<file path="src/plat_defines.svh">
`ifndef PLAT_DEFINES_SVH
`define PLAT_DEFINES_SVH

// Number of AFU request ports that share the single memory channel
`define PLAT_NUM_PORTS 2

// Width of a word address into the local memory model
`define PLAT_ADDR_WIDTH 8

// Width of one memory word
`define PLAT_DATA_WIDTH 32

// Cycles from the memory model sampling req high to raising ack
`define PLAT_MEM_LATENCY 3

// Extra cycles the platform reset is held after every reset cause is gone
`define PLAT_RESET_HOLD 8

`endif

</file>
<file path="src/plat_reset_gen.sv">
`include "plat_defines.svh"

module plat_reset_gen
(
    input  logic pClk,
    input  logic rst_n,
    input  logic soft_reset,
    output logic plat_rst_n
);

    // Counter wide enough to hold the full stretch length
    localparam int CW = $clog2(`PLAT_RESET_HOLD + 1);

    logic [CW-1:0] hold_cnt;

    // Any reset cause reloads the counter and forces the platform reset low
    // The counter then runs down once both causes are released
    always_ff @(posedge pClk)
    begin
        if (!rst_n || soft_reset)
        begin
            hold_cnt   <= CW'(`PLAT_RESET_HOLD);
            plat_rst_n <= 1'b0;
        end
        else if (hold_cnt != '0)
        begin
            hold_cnt   <= hold_cnt - 1'b1;
            plat_rst_n <= 1'b0;
        end
        else
        begin
            // Release only after the full hold has elapsed
            plat_rst_n <= 1'b1;
        end
    end

    // A soft reset request must reach the platform on the very next cycle
    a_soft_reset_applies: assert property (@(posedge pClk) soft_reset |=> !plat_rst_n);

endmodule

</file>
<file path="config.mk">
export PLATFORM = sky130hd
export DESIGN_NAME = plat_reset_gen
export DESIGN_NICKNAME = d
export VERILOG_FILES = /design/src/plat_reset_gen.sv
export VERILOG_INCLUDE_DIRS = /design/src
export SDC_FILE = /design/constraint.sdc
export NUM_CORES = 1
export LEC_CHECK = 0
export ABC_CLOCK_PERIOD_IN_PS = 3400
export BUFFER_PORTS_ARGS = -buffer_cell sky130_fd_sc_hd__buf_2
export CORE_AREA = 2 2 39 41
export CTS_BUF_LIST = sky130_fd_sc_hd__clkbuf_4 sky130_fd_sc_hd__clkbuf_8
export DETAILED_ROUTE_END_ITERATION = 10
export DIE_AREA = 0 0 41 43
export HOLD_SLACK_MARGIN = 0.06
export PLACE_DENSITY = 0.42
export SLEW_MARGIN = 20
export SYNTH_ARGS = -nofsm -noshare
export SYNTH_HDL_FRONTEND = slang
export SYNTH_SLANG_ARGS = --single-unit
</file>
<file path="constraint.sdc">
create_clock -name pClk -period 3.4 [get_ports pClk]
set_input_delay 0.68 -clock pClk [delete_from_list [all_inputs] [get_ports pClk]]
set_output_delay 0.68 -clock pClk [all_outputs]
set_load 0.03 [all_outputs]
</file>
==> flow_summary.rst <==
.. list-table::
   :header-rows: 1

   * - Metric
     - Value
   * - Pin count of the biggest net entering global routing
     - 7
   * - Cell Area, Synth
     - 229 um2
   * - Worst-case setup margin in the final layout
     - 1.99 ns
   * - Launching element type of the critical path
     - register
   * - Height of the die
     - 43 um
   * - Synth Flop Type
     - sky130_fd_sc_hd__dfxtp_1
   * - Number of nets in the layout
     - 35
   * - Top Family by Delay on Critical Path
     - flip-flops
   * - H-tree depth
     - 1
   * - Final number of setup-violating endpoints
     - 0
   * - Full die area
     - 1760 um2
   * - Total non-filler cell area in the finished layout
     - 294 um2
   * - CTS tree
     - done
   * - Met3 track demand over resource in global routing
     - 0.0314
   * - Die Span X
     - 41 um
   * - Post-synth top area share
     - 0.437
   * - Mean number of vias per cell
     - 4.09
   * - GRT Overall Usage
     - 0.0703
   * - Outcome
     - finished, final reports clean
   * - Synthesized area per cell
     - 9.96 um2
   * - Drt wl/cell
     - 9.22 um
   * - Cell types with the highest counts after synthesis
     - sky130_fd_sc_hd__dfxtp_1, sky130_fd_sc_hd__inv_1, sky130_fd_sc_hd__nand2b_1, sky130_fd_sc_hd__nand3b_1, sky130_fd_sc_hd__nor2_1
   * - Synthesized netlist cell count
     - 23
   * - RSZ-0062 raised after global routing
     - no
   * - Placed cell area
     - 264 um2
   * - Actual transition at the worst max-transition pin
     - 0.249 ns
   * - Via count
     - 188
   * - Number of violations of the max-capacitance limit
     - 0
   * - Number of max-slew violations in the final report
     - 0
   * - Synth cell types
     - 15
   * - ANT cells
     - 0
   * - Kind of capture point of the worst setup path
     - primary output
   * - Final-layout setup total negative slack
     - 0 ns
   * - Flip-flop and latch count after synthesis
     - 5
   * - Hold-fix buffers at CTS
     - 0
   * - Sequential standard cell area
     - 100 um2
   * - Clock sinks
     - 5
   * - Busiest grt layer
     - met2
   * - GRT Residual Overflow
     - 0
   * - Layout cells sized above 1
     - 0.300
   * - Clk Latency, worst-skew pair
     - 0.24 ns
   * - Weighted congestion reported at the end of routability-driven placement
     - 0.582
   * - Data arrival time at the worst-slack endpoint
     - 0.73 ns
   * - Slowest Stage Delay on Critical Path
     - 0.31 ns
   * - Area taken by multi-input logic gates
     - 121 um2
   * - Ys async rst share
     - 0
   * - DP Worst Slack
     - 1.97 ns
   * - Iteration-0 DRC Markers
     - 1
   * - Worst path bufs/invs
     - 1
   * - Total Wirelength
     - 424 um
   * - Num ports
     - 4
   * - Row Count
     - 14
   * - Root cell of the clock tree
     - sky130_fd_sc_hd__clkbuf_4
   * - Library cell with the largest summed area after synthesis
     - sky130_fd_sc_hd__dfxtp_1
   * - Count of flip-flops with a built-in enable after synthesis
     - 0
   * - Number of buffers on the longest clock path
     - 2
   * - Hold Fails Final Rpt
     - 0
   * - First-pass DRT Iterations
     - 4
   * - Classification of the worst setup path
     - reg2out
   * - Antenna violations before repair
     - 0
   * - Sequential share of the synthesized area
     - 0.437
   * - Most area-consuming cells after synthesis
     - sky130_fd_sc_hd__dfxtp_1, sky130_fd_sc_hd__nand3b_1, sky130_fd_sc_hd__ha_1, sky130_fd_sc_hd__nand2b_1, sky130_fd_sc_hd__or3b_4
   * - Area of the core
     - 1380 um2
   * - VDD IR-drop max
     - 0.155 mV
   * - Net count of the mapped netlist
     - 27
   * - Hold crit path type
     - reg2reg
   * - CTS clock-pin slew for the worst setup and hold paths
     - 0.05 ns
   * - Highest clock rate
     - 709 MHz
   * - Count leader, synth
     - sky130_fd_sc_hd__dfxtp_1
   * - Req. time, crit path
     - 2.72 ns
   * - Cell Chain, Critical Path
     - buf_2
   * - Initial cell density of the core
     - 0.165
   * - Met1 track utilization from global routing
     - 0.0547
   * - Post-route DRC
     - 0
   * - Global routing usage on met2
     - 0.109
   * - Total power density per cell area
     - 555 nW/um2
   * - Warnings, synthesis
     - 0
   * - Final Skew
     - 0.00517 ns
   * - Layout Area Growth over Synthesis
     - 28.4%
   * - Shortest period the worst path allows
     - 1.41 ns
   * - Share of the clock period used by the worst path
     - 0.415
   * - Number of buffers inserted by port buffering
     - 3
   * - Number of inserted filler cells in the final layout
     - 157
   * - Number of global-route vias before repair
     - 204
   * - Number of buffers created by CTS
     - 3
   * - Wire length of the first global-routing pass
     - 752 um
   * - Max-slew headroom
     - 0.831
   * - Number of buffers inserted by post-CTS setup repair
     - 0
   * - Slowest cell on the critical path
     - sky130_fd_sc_hd__dfxtp_1
   * - Peak fanout along the critical path
     - 1
   * - Antenna Violating Nets Remaining
     - 0
   * - Leakage component of the power
     - 0.121 nW
   * - Number of resized instances in the post-cts repair step
     - 0
==> cell type report <==
cell class                      count  area share
Timing Repair Buffer                3      0.0511
Tap cell                           16      0.0681
Clock buffer                        4       0.102
Multi-Input combinational cell     16       0.413
Sequential cell                     5       0.340
Inverter                            2      0.0255
==> logic make-up (layout without fill, tap and decap cells) <==
kind of cell,after synthesis,count (layout),share of synthesized area
buffers and inverters,2,9,0.0328
AO/OA/AOI/OAI,4,4,0.131
flip-flops,5,5,0.437
AND/OR/NAND/NOR,10,10,0.301
adder cells (fa/ha/maj),1,1,0.0546
multiplexers,1,1,0.0437
==> power breakdown <==
group	internal (mW)	switching, mW
Sequential	0.0631	0.00482
Combinational	0.0116	0.00884
Clock	0.0522	0.0226
==> cell usage in the layout (no fill, tap or decap) <==
| cell | count |
|---|---|
| sky130_fd_sc_hd__a211o_1 | 1 |
| sky130_fd_sc_hd__a211oi_1 | 1 |
| sky130_fd_sc_hd__a21oi_1 | 1 |
| sky130_fd_sc_hd__buf_2 | 3 |
| sky130_fd_sc_hd__clkbuf_4 | 4 |
| sky130_fd_sc_hd__dfxtp_1 | 5 |
| sky130_fd_sc_hd__ha_1 | 1 |
| sky130_fd_sc_hd__inv_1 | 2 |
| sky130_fd_sc_hd__mux2i_1 | 1 |
| sky130_fd_sc_hd__nand2b_1 | 2 |
| sky130_fd_sc_hd__nand3b_1 | 2 |
| sky130_fd_sc_hd__nor2_1 | 2 |
| sky130_fd_sc_hd__nor3_1 | 1 |
| sky130_fd_sc_hd__nor4b_1 | 1 |
| sky130_fd_sc_hd__o31a_1 | 1 |
| sky130_fd_sc_hd__or3b_2 | 1 |
| sky130_fd_sc_hd__or3b_4 | 1 |
==> per-layer routing <==
metal	share of wire	vias to the layer above
li1	-	97
met2	0.62	4
met5	0	-
met3	0.033	0
met4	0	0
met1	0.35	87
==> final timing paths <==
kind / to / slack [ns] / startpoint / depth (start not counted)
hold / removal: hold_cnt[0] / 0.54 / hold_cnt[0] / 2
setup / recovery: plat_rst_n / 1.99 / plat_rst_n / 1
hold reg to reg: hold_cnt[0] / 0.54 / hold_cnt[0] / 2
setup reg to reg: hold_cnt[1] / 2.01 / hold_cnt[0] / 4
==> flip-flops by register name (all words and copies together), names as in the netlist <==
| signal | flops |
|---|---|
| hold_cnt | 4 |
| plat_rst_n | 1 |
==> metrics by stage <==
| step | hold WS, ns | instances | utilization | total power [mW] |
|---|---|---|---|---|
| after detailed placement | 0.531 | 42 | 0.191 | 0.0897 |
| after global routing | 0.583 | 46 | 0.212 | 0.177 |
| after floorplan | 0.495 | 23 | - | 0.0839 |
| after CTS | 0.537 | 46 | 0.212 | 0.166 |
| after global placement | 0.513 | 42 | 0.191 | 0.0875 |
| final | 0.535 | 46 | 0.212 | 0.163 |
Note: power is estimated with default switching activity, not from simulation.
